File: src/source/audio_pkg.sv
// Shared timing constants and the sample type of the audio loopback path, imported by each module
package audio_pkg;

    // ----------------------------------------------------------
    // Serial frame timing, shared by microphone and DAC sides
    // ----------------------------------------------------------

    localparam int sck_half_period = 4;   // Clocks per half period of sck and bclk
    localparam int bits_per_frame  = 64;  // Left half plus right half

    localparam int div_width       = $clog2(sck_half_period);
    localparam int frame_cnt_width = $clog2(bits_per_frame);

    // ----------------------------------------------------------
    // Sample widths and buffering
    // ----------------------------------------------------------

    localparam int mic_width       = 24;  // INMP441 word
    localparam int dac_width       = 16;  // Upper part sent to the DAC

    localparam int fifo_depth      = 4;
    localparam int fifo_ptr_width  = $clog2(fifo_depth);

    // ----------------------------------------------------------
    // Level meter
    // ----------------------------------------------------------

    localparam int meter_window    = 16;  // Samples per peak window
    localparam int meter_leds      = 4;
    localparam int meter_cnt_width = $clog2(meter_window);

    // Entry i lights LED i when the peak reaches it
    localparam logic [meter_leds - 1:0][dac_width - 1:0] meter_thresholds = {
        16'd16384,
        16'd8192,
        16'd4096,
        16'd2048
    };

    // ----------------------------------------------------------
    // Sample carried between receiver, FIFO, DAC and meter
    // ----------------------------------------------------------

    typedef struct packed {
        logic signed [mic_width - 1:0] value;  // Two's complement, MSB first on the wire
    } audio_sample_t;

endpackage

File: src/source/audio_loopback_top.sv
// Audio loopback top: INMP441 microphone through a sample FIFO to an I2S DAC, with a level meter
`timescale 1ns/100ps

module audio_loopback_top (
    input  logic                               clk,
    input  logic                               reset,
    input  logic                               sd,
    output logic                               sck,
    output logic                               ws,
    output logic                               mclk,
    output logic                               bclk,
    output logic                               lrclk,
    output logic                               sdata,
    output logic [audio_pkg::meter_leds - 1:0] led,
    output logic                               overflow,
    output logic                               underrun
);

    import audio_pkg::*;

    // ----------------------------------------------------------
    // Microphone side
    // ----------------------------------------------------------

    audio_sample_t mic_sample;
    logic          mic_valid;   // One strobe per frame

    inmp441_mic_i2s_receiver i_microphone (
        .clk          ( clk        ),
        .reset        ( reset      ),
        .sd           ( sd         ),
        .sck          ( sck        ),
        .ws           ( ws         ),
        .sample       ( mic_sample ),
        .sample_valid ( mic_valid  )
    );

    // ----------------------------------------------------------
    // Buffer and DAC side
    // ----------------------------------------------------------

    audio_sample_t head;
    logic          has_data;
    logic          pop;

    sample_fifo i_fifo (
        .clk       ( clk        ),
        .reset     ( reset      ),
        .push      ( mic_valid  ),
        .push_data ( mic_sample ),
        .pop       ( pop        ),
        .head      ( head       ),
        .has_data  ( has_data   ),
        .overflow  ( overflow   ),
        .underrun  ( underrun   )
    );

    i2s_audio_out o_audio (
        .clk      ( clk      ),
        .reset    ( reset    ),
        .head     ( head     ),
        .has_data ( has_data ),
        .pop      ( pop      ),
        .mclk     ( mclk     ),
        .bclk     ( bclk     ),
        .lrclk    ( lrclk    ),
        .sdata    ( sdata    )
    );

    peak_level_meter i_meter (
        .clk          ( clk        ),
        .reset        ( reset      ),
        .sample       ( mic_sample ),  // Taps the receiver directly
        .sample_valid ( mic_valid  ),
        .led          ( led        )
    );

endmodule

File: src/source/i2s_audio_out.sv
// I2S transmitter to an external DAC: pops one sample per frame and sends it on both channels
`timescale 1ns/100ps

module i2s_audio_out (
    input  logic                     clk,
    input  logic                     reset,
    input  audio_pkg::audio_sample_t head,
    input  logic                     has_data,
    output logic                     pop,
    output logic                     mclk,
    output logic                     bclk,
    output logic                     lrclk,
    output logic                     sdata
);

    import audio_pkg::*;

    // ----------------------------------------------------------
    // Master clock, bit clock and frame position
    // ----------------------------------------------------------

    logic [div_width       - 1:0] div_cnt;
    logic [frame_cnt_width - 1:0] bit_cnt;
    logic [frame_cnt_width - 1:0] next_bit;

    logic div_last;
    logic bclk_fall;
    logic frame_end;
    logic running;  // Set once the first frame after reset has started

    assign div_last  = (div_cnt == div_width'(sck_half_period - 1));
    assign bclk_fall = div_last && bclk;
    assign next_bit  = bit_cnt + 1'b1;
    assign frame_end = bclk_fall && (bit_cnt == frame_cnt_width'(bits_per_frame - 1));

    always_ff @(posedge clk) begin
        if (reset) begin
            mclk    <= 1'b0;
            div_cnt <= '0;
            bclk    <= 1'b0;
            bit_cnt <= '0;
            running <= 1'b0;
            pop     <= 1'b0;
        end else begin
            mclk <= !mclk;  // clk / 2

            if (div_last) begin
                div_cnt <= '0;
                bclk    <= !bclk;
            end else begin
                div_cnt <= div_cnt + 1'b1;
            end

            if (bclk_fall)
                bit_cnt <= next_bit;

            running <= 1'b1;
            pop     <= !running || frame_end;  // Same cycle that lrclk falls
        end
    end

    assign lrclk = bit_cnt[frame_cnt_width - 1];

    // ----------------------------------------------------------
    // Frame word and serializer
    // ----------------------------------------------------------

    logic [dac_width - 1:0] word;   // Held for both halves
    logic [dac_width - 1:0] shift;

    always_ff @(posedge clk) begin
        if (pop)
            word <= has_data ? head.value [mic_width - 1 -: dac_width] : '0;
    end

    always_ff @(posedge clk) begin
        if (reset) begin
            sdata <= 1'b0;
            shift <= '0;
        end else if (bclk_fall) begin
            // MSB one bit period after each lrclk edge
            if (next_bit [frame_cnt_width - 2:0] == 1)
                { sdata, shift } <= { word, 1'b0 };
            else
                { sdata, shift } <= { shift, 1'b0 };  // Zeros after the 16 bits
        end
    end

endmodule

File: src/source/inmp441_mic_i2s_receiver.sv
// INMP441 I2S receiver that drives sck and ws and strobes out each left-channel 24-bit sample
`timescale 1ns/100ps

module inmp441_mic_i2s_receiver (
    input  logic                     clk,
    input  logic                     reset,
    input  logic                     sd,
    output logic                     sck,
    output logic                     ws,
    output audio_pkg::audio_sample_t sample,
    output logic                     sample_valid
);

    import audio_pkg::*;

    // ----------------------------------------------------------
    // Serial clock and frame position
    // ----------------------------------------------------------

    logic [div_width       - 1:0] div_cnt;
    logic [frame_cnt_width - 1:0] bit_cnt;  // Serial period within the frame

    logic div_last;
    logic sck_rise;
    logic sck_fall;

    assign div_last = (div_cnt == div_width'(sck_half_period - 1));
    assign sck_rise = div_last && !sck;   // sck goes high on this edge
    assign sck_fall = div_last &&  sck;

    always_ff @(posedge clk) begin
        if (reset) begin
            div_cnt <= '0;
            sck     <= 1'b0;
            bit_cnt <= '0;
        end else begin
            if (div_last) begin
                div_cnt <= '0;
                sck     <= !sck;
            end else begin
                div_cnt <= div_cnt + 1'b1;
            end

            if (sck_fall)
                bit_cnt <= bit_cnt + 1'b1;  // Wraps at the end of the frame
        end
    end

    // Low for the left half, high for the right half
    assign ws = bit_cnt[frame_cnt_width - 1];

    // ----------------------------------------------------------
    // Data capture
    // ----------------------------------------------------------

    logic                   in_slot;
    logic [mic_width - 1:0] shift_reg;
    logic                   word_done;

    // One-bit I2S delay, so the MSB sits in serial period 1
    assign in_slot = (bit_cnt != '0)
                  && (bit_cnt <= frame_cnt_width'(mic_width));

    always_ff @(posedge clk) begin
        if (sck_rise && in_slot)
            shift_reg <= { shift_reg [mic_width - 2:0], sd };
    end

    always_ff @(posedge clk) begin
        if (reset) begin
            word_done    <= 1'b0;
            sample_valid <= 1'b0;
        end else begin
            word_done    <= sck_rise && (bit_cnt == frame_cnt_width'(mic_width));
            sample_valid <= word_done;  // One cycle after the last bit
        end
    end

    // Output word stays put until the next frame's strobe
    always_ff @(posedge clk) begin
        if (word_done)
            sample.value <= shift_reg;
    end

endmodule

File: src/source/peak_level_meter.sv
// Peak level meter: shows the loudest sample of each window as a thermometer LED bar
`timescale 1ns/100ps

module peak_level_meter (
    input  logic                            clk,
    input  logic                            reset,
    input  audio_pkg::audio_sample_t        sample,
    input  logic                            sample_valid,
    output logic [audio_pkg::meter_leds - 1:0] led
);

    import audio_pkg::*;

    logic signed [dac_width       - 1:0] upper;
    logic        [dac_width       - 1:0] mag;
    logic        [dac_width       - 1:0] peak;
    logic        [dac_width       - 1:0] win_max;
    logic        [meter_cnt_width - 1:0] count;

    assign upper = sample.value [mic_width - 1 -: dac_width];

    // Absolute value, most negative code saturates to 32767
    always_comb begin
        if (upper == { 1'b1, { (dac_width - 1) { 1'b0 } } })
            mag = { 1'b0, { (dac_width - 1) { 1'b1 } } };
        else if (upper < 0)
            mag = -upper;
        else
            mag = upper;
    end

    assign win_max = (mag > peak) ? mag : peak;

    always_ff @(posedge clk) begin
        if (reset) begin
            peak  <= '0;
            count <= '0;
            led   <= '0;
        end else if (sample_valid) begin
            if (count == meter_cnt_width'(meter_window - 1)) begin
                for (int i = 0; i < meter_leds; i++)
                    led [i] <= (win_max >= meter_thresholds [i]);
                peak  <= '0;   // Next window starts fresh
                count <= '0;
            end else begin
                peak  <= win_max;
                count <= count + 1'b1;
            end
        end
    end

endmodule

File: src/source/sample_fifo.sv
// Small sample FIFO between microphone and DAC, with write and pop strobes and sticky error flags
`timescale 1ns/100ps

module sample_fifo (
    input  logic                     clk,
    input  logic                     reset,
    input  logic                     push,
    input  audio_pkg::audio_sample_t push_data,
    input  logic                     pop,
    output audio_pkg::audio_sample_t head,
    output logic                     has_data,
    output logic                     overflow,
    output logic                     underrun
);

    import audio_pkg::*;

    audio_sample_t mem [fifo_depth];

    logic [fifo_ptr_width - 1:0] wr_ptr;
    logic [fifo_ptr_width - 1:0] rd_ptr;
    logic [fifo_ptr_width    :0] count;  // Needs to reach fifo_depth

    logic full;
    logic push_ok;
    logic pop_ok;

    assign full     = (count == (fifo_ptr_width + 1)'(fifo_depth));
    assign has_data = (count != '0);
    assign push_ok  = push && !full;
    assign pop_ok   = pop  && has_data;

    assign head     = mem [rd_ptr];  // Head shown combinationally

    // ----------------------------------------------------------
    // Storage
    // ----------------------------------------------------------

    always_ff @(posedge clk) begin
        if (push_ok)
            mem [wr_ptr] <= push_data;
    end

    // ----------------------------------------------------------
    // Pointers, occupancy and sticky flags
    // ----------------------------------------------------------

    always_ff @(posedge clk) begin
        if (reset) begin
            wr_ptr   <= '0;
            rd_ptr   <= '0;
            count    <= '0;
            overflow <= 1'b0;
            underrun <= 1'b0;
        end else begin
            if (push_ok)
                wr_ptr <= wr_ptr + 1'b1;  // Depth is a power of two
            if (pop_ok)
                rd_ptr <= rd_ptr + 1'b1;

            count <= count + push_ok - pop_ok;

            if (push && full)
                overflow <= 1'b1;    // Write dropped
            if (pop && !has_data)
                underrun <= 1'b1;    // Nothing to hand out
        end
    end

endmodule

File: config.mk
export PLATFORM = sky130hd
export DESIGN_NAME = audio_loopback_top
export DESIGN_NICKNAME = d
export VERILOG_FILES = /design/src/source/audio_pkg.sv /design/src/source/audio_loopback_top.sv /design/src/source/i2s_audio_out.sv /design/src/source/inmp441_mic_i2s_receiver.sv /design/src/source/peak_level_meter.sv /design/src/source/sample_fifo.sv
export SDC_FILE = /design/constraint.sdc
export NUM_CORES = 1
export LEC_CHECK = 0
export BUFFER_PORTS_ARGS = -buffer_cell sky130_fd_sc_hd__clkbuf_2
export CAP_MARGIN = 20
export CORE_ASPECT_RATIO = 1.1
export CORE_MARGIN = 4
export CORE_UTILIZATION = 40
export DETAILED_ROUTE_END_ITERATION = 8
export HOLD_SLACK_MARGIN = 0.1
export SYNTH_ARGS = -nofsm -noshare
export SYNTH_HDL_FRONTEND = slang
export SYNTH_SLANG_ARGS = --single-unit
export TNS_END_PERCENT = 30
File: constraint.sdc
create_clock -name clk -period 4.52 [get_ports clk]
set_input_delay 0.452 -clock clk [delete_from_list [all_inputs] [get_ports clk]]
set_output_delay 0.452 -clock clk [all_outputs]
set_load 0.02 [all_outputs]
==> results.toml, run 1 <==
[global_route]
overflow = 0
antenna_found_initial = 0
grt_max_degree = 58
grt_pass1_wl_mm = 22.88
grt_pass1_vias = 4511
grt_use_total_pct = 13.10

[power]
pwr-share-seq_pct = 54.1
internal_power_mw = 2.755
power.share.clock_pct = 40.0
p_leak_nw = 3.113
switching_power_mw = 0.7883
p_sw_share_pct = 22.25
ir_drop_mv = 0.4119
power_density_nw_per_um2 = 398.5
pwr-share-comb_pct = 5.9

[timing]
slew_headroom_pct = 37.94
fin_ws_ps = 409.6
max_freq_mhz = 243.3
fin_tns_setup_ps = 0
skew_ps = 12.24
slew_violations = 0
tightest_slew_ps = 930.9
hold_viol = 0
finalSetupViolations = 0
rsz0062_at_grt = "no"
fin_crit_ps = 4110
fin_crit_sh_pct = 90.94

[cts]
postCtsResizedCells = 0
cts.clk_slew.worst_paths_ps = 70
cts_sinks = 192
htreeDepth = 4
cts.path.max_buffers = 2
numCtsBuffers = 17
cts_root_buf = "clkbuf_16"
clkLatencyLatePin_ps = 430
cts_tree = "yes"
cts_setup_buffers = 0
cts_hold_buf = 0

[final_layout]
largest_register_ffs = 64
drive_above_1_share_pct = 16.08
antenna_cells = 0
nets = 643
final_area_um2 = 8891
area_delta_synth_final_pct = 10.81

[logic_synthesis]
synth_common_cells = "edfxtp_1, dfxtp_1, nor2_1"
ys_top_cells_by_area = "edfxtp_1, dfxtp_1, ha_1"
synth_top_area_share_pct = 44.91
netlist_instances = 596
yosysSeqAreaShare_pct = 62.87
synth_top_area_cell = "edfxtp_1"
ys_types = 62
syn-num-nets = 630
synth_edf_count = 120
synthFlopType = "edfxtp_1"
yosysMostFrequentCell = "edfxtp_1"
ys_ff_latch = 192
synth_area_um2 = 8024
yosysWarnings = 0
avgSynthCellArea_um2 = 13.46
synthArstFlopShare_pct = 0

[die]
die_x_um = 143.0
start_util_pct = 40.53
num_rows = 54
fp.dieArea_um2 = 22390
core_area_um2 = 19800
io_pins = 15
die_y_um = 156.5

[worst_setup_path]
crit_fanout = 16
ff2ff_setup_slack_ps = 410
required_ps = 4880
critPathCaptureType = "flip-flop"
cp-start-kind = "flip-flop"
crit_type = "flip-flop to flip-flop"
worstPathArrival_ps = 4470

[drt]
wl_mm = 13.99
drtIter0Drc = 231
ant_nets = 0
drc = 0
viasPerCell = 5.153
drt_first_pass_iters = 4
vias = 4504
drt-wirelength-per-cell_um = 16.00

[job]
maxCapViolCount = 0

[placement]
io_buffers = 14
post-place-ws_ps = 433.7
hpwl_mm = 9.299
placed_cell_area_um2 = 8328
gp_congestion = 0.7845

[outcome]
status = "finished clean"

[hold_path]
hold_path_class = "primary input to flip-flop"
[power groups by stage]
stage,sequential [mW],combinational [mW],clock (mW)
6_report,1.92,0.209,1.42
5_1_grt,1.92,0.236,1.53
3_3_place_gp,1.96,0.207,0
2_1_floorplan,1.95,0.158,0
4_1_cts,1.92,0.215,1.45
3_5_place_dp,1.96,0.214,0
[worst paths after layout]
kind                                                   to  cells past startpoint                    start
worst max-delay path                      i_meter.peak[3]                     12  i_microphone.sample[14]
worst min-delay path            i_microphone.shift_reg[0]                      1                       sd
worst max register to register            i_meter.peak[3]                     12  i_microphone.sample[14]
worst min register to register               o_audio.mclk                      1             o_audio.mclk
[worst max-delay path: stages, from the launching register on]
cell,delay (ps)
edfxtp_1,540
nor4_4,430
nand2_2,150
o31ai_1,300
nand2_1,80
mux2_2,280
ha_1,310
nand4_2,150
nor4_2,310
a21bo_2,280
a31oi_4,290
and3_1,650
a22o_2,270
[logic make-up (layout without fill, tap and decap cells)]
| kind of cell | Yosys count | after routing | share of synthesized area [%] |
|---|---|---|---|
| adder cells (fa/ha/maj) | 31 | 31 | 4.928 |
| AO/OA/AOI/OAI | 81 | 81 | 7.890 |
| AND/OR/NAND/NOR | 173 | 173 | 11.21 |
| multiplexers | 39 | 39 | 7.376 |
| flip-flops | 192 | 192 | 62.87 |
| buffers and inverters | 56 | 82 | 3.103 |
| XOR/XNOR | 24 | 24 | 2.620 |
[placed cells by master (no fill, tap or decap), drive strengths merged, types with 4 or more instances in the layout]
cell type,instances
edfxtp,120
dfxtp,72
nor2,57
nand2,35
inv,34
clkbuf,31
ha,30
mux2i,22
nor2b,21
a21oi,19
mux4,16
a22o,16
xor2,15
a211oi,15
and2,11
nor3,10
clkinv,10
xnor2,9
nand4,9
o21ai,8
buf,6
a31oi,5
nor4,5
and3,4
[cell type report]
| class | count | area, um2 |
|---|---|---|
| Clock inverter | 15 | 137.6 |
| Multi-Input combinational cell | 348 | 2740 |
| Timing Repair Buffer | 20 | 115.1 |
| Inverter | 30 | 112.6 |
| Tap cell | 252 | 315.3 |
| Sequential cell | 192 | 5045 |
| Fill cell | 1755 | 10910 |
| Clock buffer | 17 | 425.4 |
[layer usage]
layer  routed length, um  up-vias  track usage (%)  part of all wire (%)
met5                   0        -                0                     0
met1                6188     2224            16.01                    44
met3                 576       15            3.026                   4.1
li1                    -     2202                -                     -
met2                7033       63            22.61                    50
met4                 188        0            4.889                   1.3
[metrics by stage]
stage	instances	util, %	power [mW]	hold slack, ps
floorplan	596	-	2.112	384.6
global placement	842	42.07	2.162	396.9
detailed placement	842	42.07	2.171	406.8
CTS	874	44.91	3.584	183.6
global route	874	44.91	3.690	186.1
finish	874	44.91	3.543	206.1
No activity file was read; power rests on OpenSTA's default activity.
==> run 2: changes to the inputs <==
--- a/config.mk
+++ b/config.mk
@@ -7,11 +7,15 @@
 export LEC_CHECK = 0
 export BUFFER_PORTS_ARGS = -buffer_cell sky130_fd_sc_hd__clkbuf_2
 export CAP_MARGIN = 20
+export CELL_PAD_IN_SITES_DETAIL_PLACEMENT = 0
+export CELL_PAD_IN_SITES_GLOBAL_PLACEMENT = 2
 export CORE_ASPECT_RATIO = 1.1
 export CORE_MARGIN = 4
 export CORE_UTILIZATION = 40
 export DETAILED_ROUTE_END_ITERATION = 8
 export HOLD_SLACK_MARGIN = 0.1
+export PLACE_DENSITY_LB_ADDON = 0.1
+export SETUP_SLACK_MARGIN = 0.1
 export SYNTH_ARGS = -nofsm -noshare
 export SYNTH_HDL_FRONTEND = slang
 export SYNTH_SLANG_ARGS = --single-unit
==> run 2 against run 1 <==
Net effect:
- register-to-register slack gained 260 ps
- clock power hardly changed
- global-route usage grew 0.37 points
- final area rose by 0.17%
- wire length is 1.1% higher
- critical path depth did not move
- first-iteration DRC count decreased by 0.43%
- sequential cell count is the same
- highest routed layer unchanged
==> results.toml, run 2 (synthesized netlist as in run 1, its figures left out) <==
[worst_setup_path]
crit_start = "i_microphone.sample[15]"
r2r_start = "i_microphone.sample[15]"
cp-start-kind = "flip-flop"
max_stage_delay_ps = 540
critPathCaptureType = "flip-flop"
critical_path.top_delay_family = "compound AO/OA/AOI/OAI gates"
crit_fanout = 16
crit_buf_inv = 0
worstPathArrival_ps = 4150
rr_endpoint = "i_meter.peak[10]"
crit_end = "i_meter.peak[10]"
required_ps = 4830
crit_type = "flip-flop to flip-flop"
path_depth = 12
cp_slowest_cell = "edfxtp_1"
path_cells = "nor4_4 -> nand2_2 -> o31ai_1 -> nand2_1 -> mux2_2 -> ha_1 -> nand4_2 -> nor4_2 -> a21bo_2 -> a31oi_4 -> o22ai_4 -> a22o_2"
ff2ff_setup_slack_ps = 670
reg2regPathDepth = 12

[hold_path]
hold_path_depth = 1
hold_path_class = "primary input to flip-flop"

[power]
ir_drop_mv = 0.2427
pwr-share-comb_pct = 5.8
p_sw_share_pct = 23.48
internal_power_mw = 2.723
pwr-share-seq_pct = 53.9
switching_power_mw = 0.8355
power.share.clock_pct = 40.3
p_leak_nw = 3.111
power_density_nw_per_um2 = 399.5

[drt]
drtIter0Drc = 230
viasPerCell = 5.018
drt_first_pass_iters = 6
vias = 4391
drc = 0
ant_nets = 0
drt-wirelength-per-cell_um = 16.17
wl_mm = 14.15

[die]
die_x_um = 143.0
core_area_um2 = 19800
fp.dieArea_um2 = 22390
die_y_um = 156.5
num_rows = 54
io_pins = 15
start_util_pct = 40.53

[timing]
slew_headroom_pct = 39.46
skew_ps = 9.735
slew_violations = 0
hold_viol = 0
whs_ps = 201.7
fin_tns_setup_ps = 0
fin_crit_ps = 3848
finalSetupViolations = 0
max_freq_mhz = 259.9
rsz0062_at_grt = "no"
fin_crit_sh_pct = 85.14
tightest_slew_ps = 908.1

[final_layout]
seq_area_um2 = 5045
final_area_um2 = 8906
nets = 644
final_common_cell = "edfxtp_1"
largest_register_ffs = 64
nFillCells = 1828
drive_above_1_share_pct = 16.37
antenna_cells = 0
area_delta_synth_final_pct = 10.99
layout_common_cells = "edfxtp_1, dfxtp_1, nor2_1"
multi_input_area_um2 = 2740

[global_route]
grt_use_total_pct = 13.47
antenna_found_initial = 0
grt_max_degree = 58
grt_pass1_vias = 4498
grt_pass1_wl_mm = 23.47
overflow = 0

[placement]
gp_congestion = 0.8078
placed_cell_area_um2 = 8335
io_buffers = 14
hpwl_mm = 9.415

[cts]
htreeDepth = 4
cts_root_buf = "clkbuf_16"
cts_tree = "yes"
numCtsBuffers = 17
postCtsResizedCells = 0
cts_sinks = 192
cts.clk_slew.worst_paths_ps = 70
cts_setup_buffers = 0
clkLatencyLatePin_ps = 420
cts_hold_buf = 0
cts.path.max_buffers = 2

[outcome]
status = "finished clean"

[job]
maxCapViolCount = 0
## run 2: layout make-up
type                    instances  area share (%)
multi-input cells             348           30.77
flip-flops and latches        192           56.65
inverters                      30           1.264
clock inverters                14           1.588
clock buffers                  18           4.819
well taps                     252           3.540
repair buffers                 21           1.377
## run 2: power by group through the flow
stage	registers, mW	clock network (mW)	logic [mW]
6_report	1.92	1.44	0.207
5_1_grt	1.92	1.55	0.241
4_1_cts	1.92	1.48	0.216
3_5_place_dp	1.96	0	0.215
3_3_place_gp	1.96	0	0.209
2_1_floorplan	1.95	0	0.158
## run 2: layer usage
metal  track usage (%)  vias to the layer above  wire length (um)
li1                  -                     2202                 -
met1             17.12                     2142              6561
met2             23.08                       39              7115
met3             2.934                        8               334
met4             4.120                        0               136
met5                 0                        -                 0
## run 2: stage by stage
step	total power [mW]	std cells	utilization, %	worst slack (ps)
after floorplan	2.112	596	-	1008
after global placement	2.165	843	42.11	680.2
after detailed placement	2.172	843	42.11	644.1
after CTS	3.613	875	44.99	614.4
after global routing	3.714	875	44.99	259.4
final	3.558	875	44.99	671.7
## run 2: worst min-delay path by stage
stage	start	endpoint	slack, ps
finish	sd	i_microphone.shift_reg[0]	200
detailed placement	o_audio.mclk	o_audio.mclk	410
global placement	o_audio.mclk	o_audio.mclk	390
CTS	sd	i_microphone.shift_reg[0]	180
floorplan	o_audio.running	o_audio.pop	380
global route	sd	i_microphone.shift_reg[0]	190
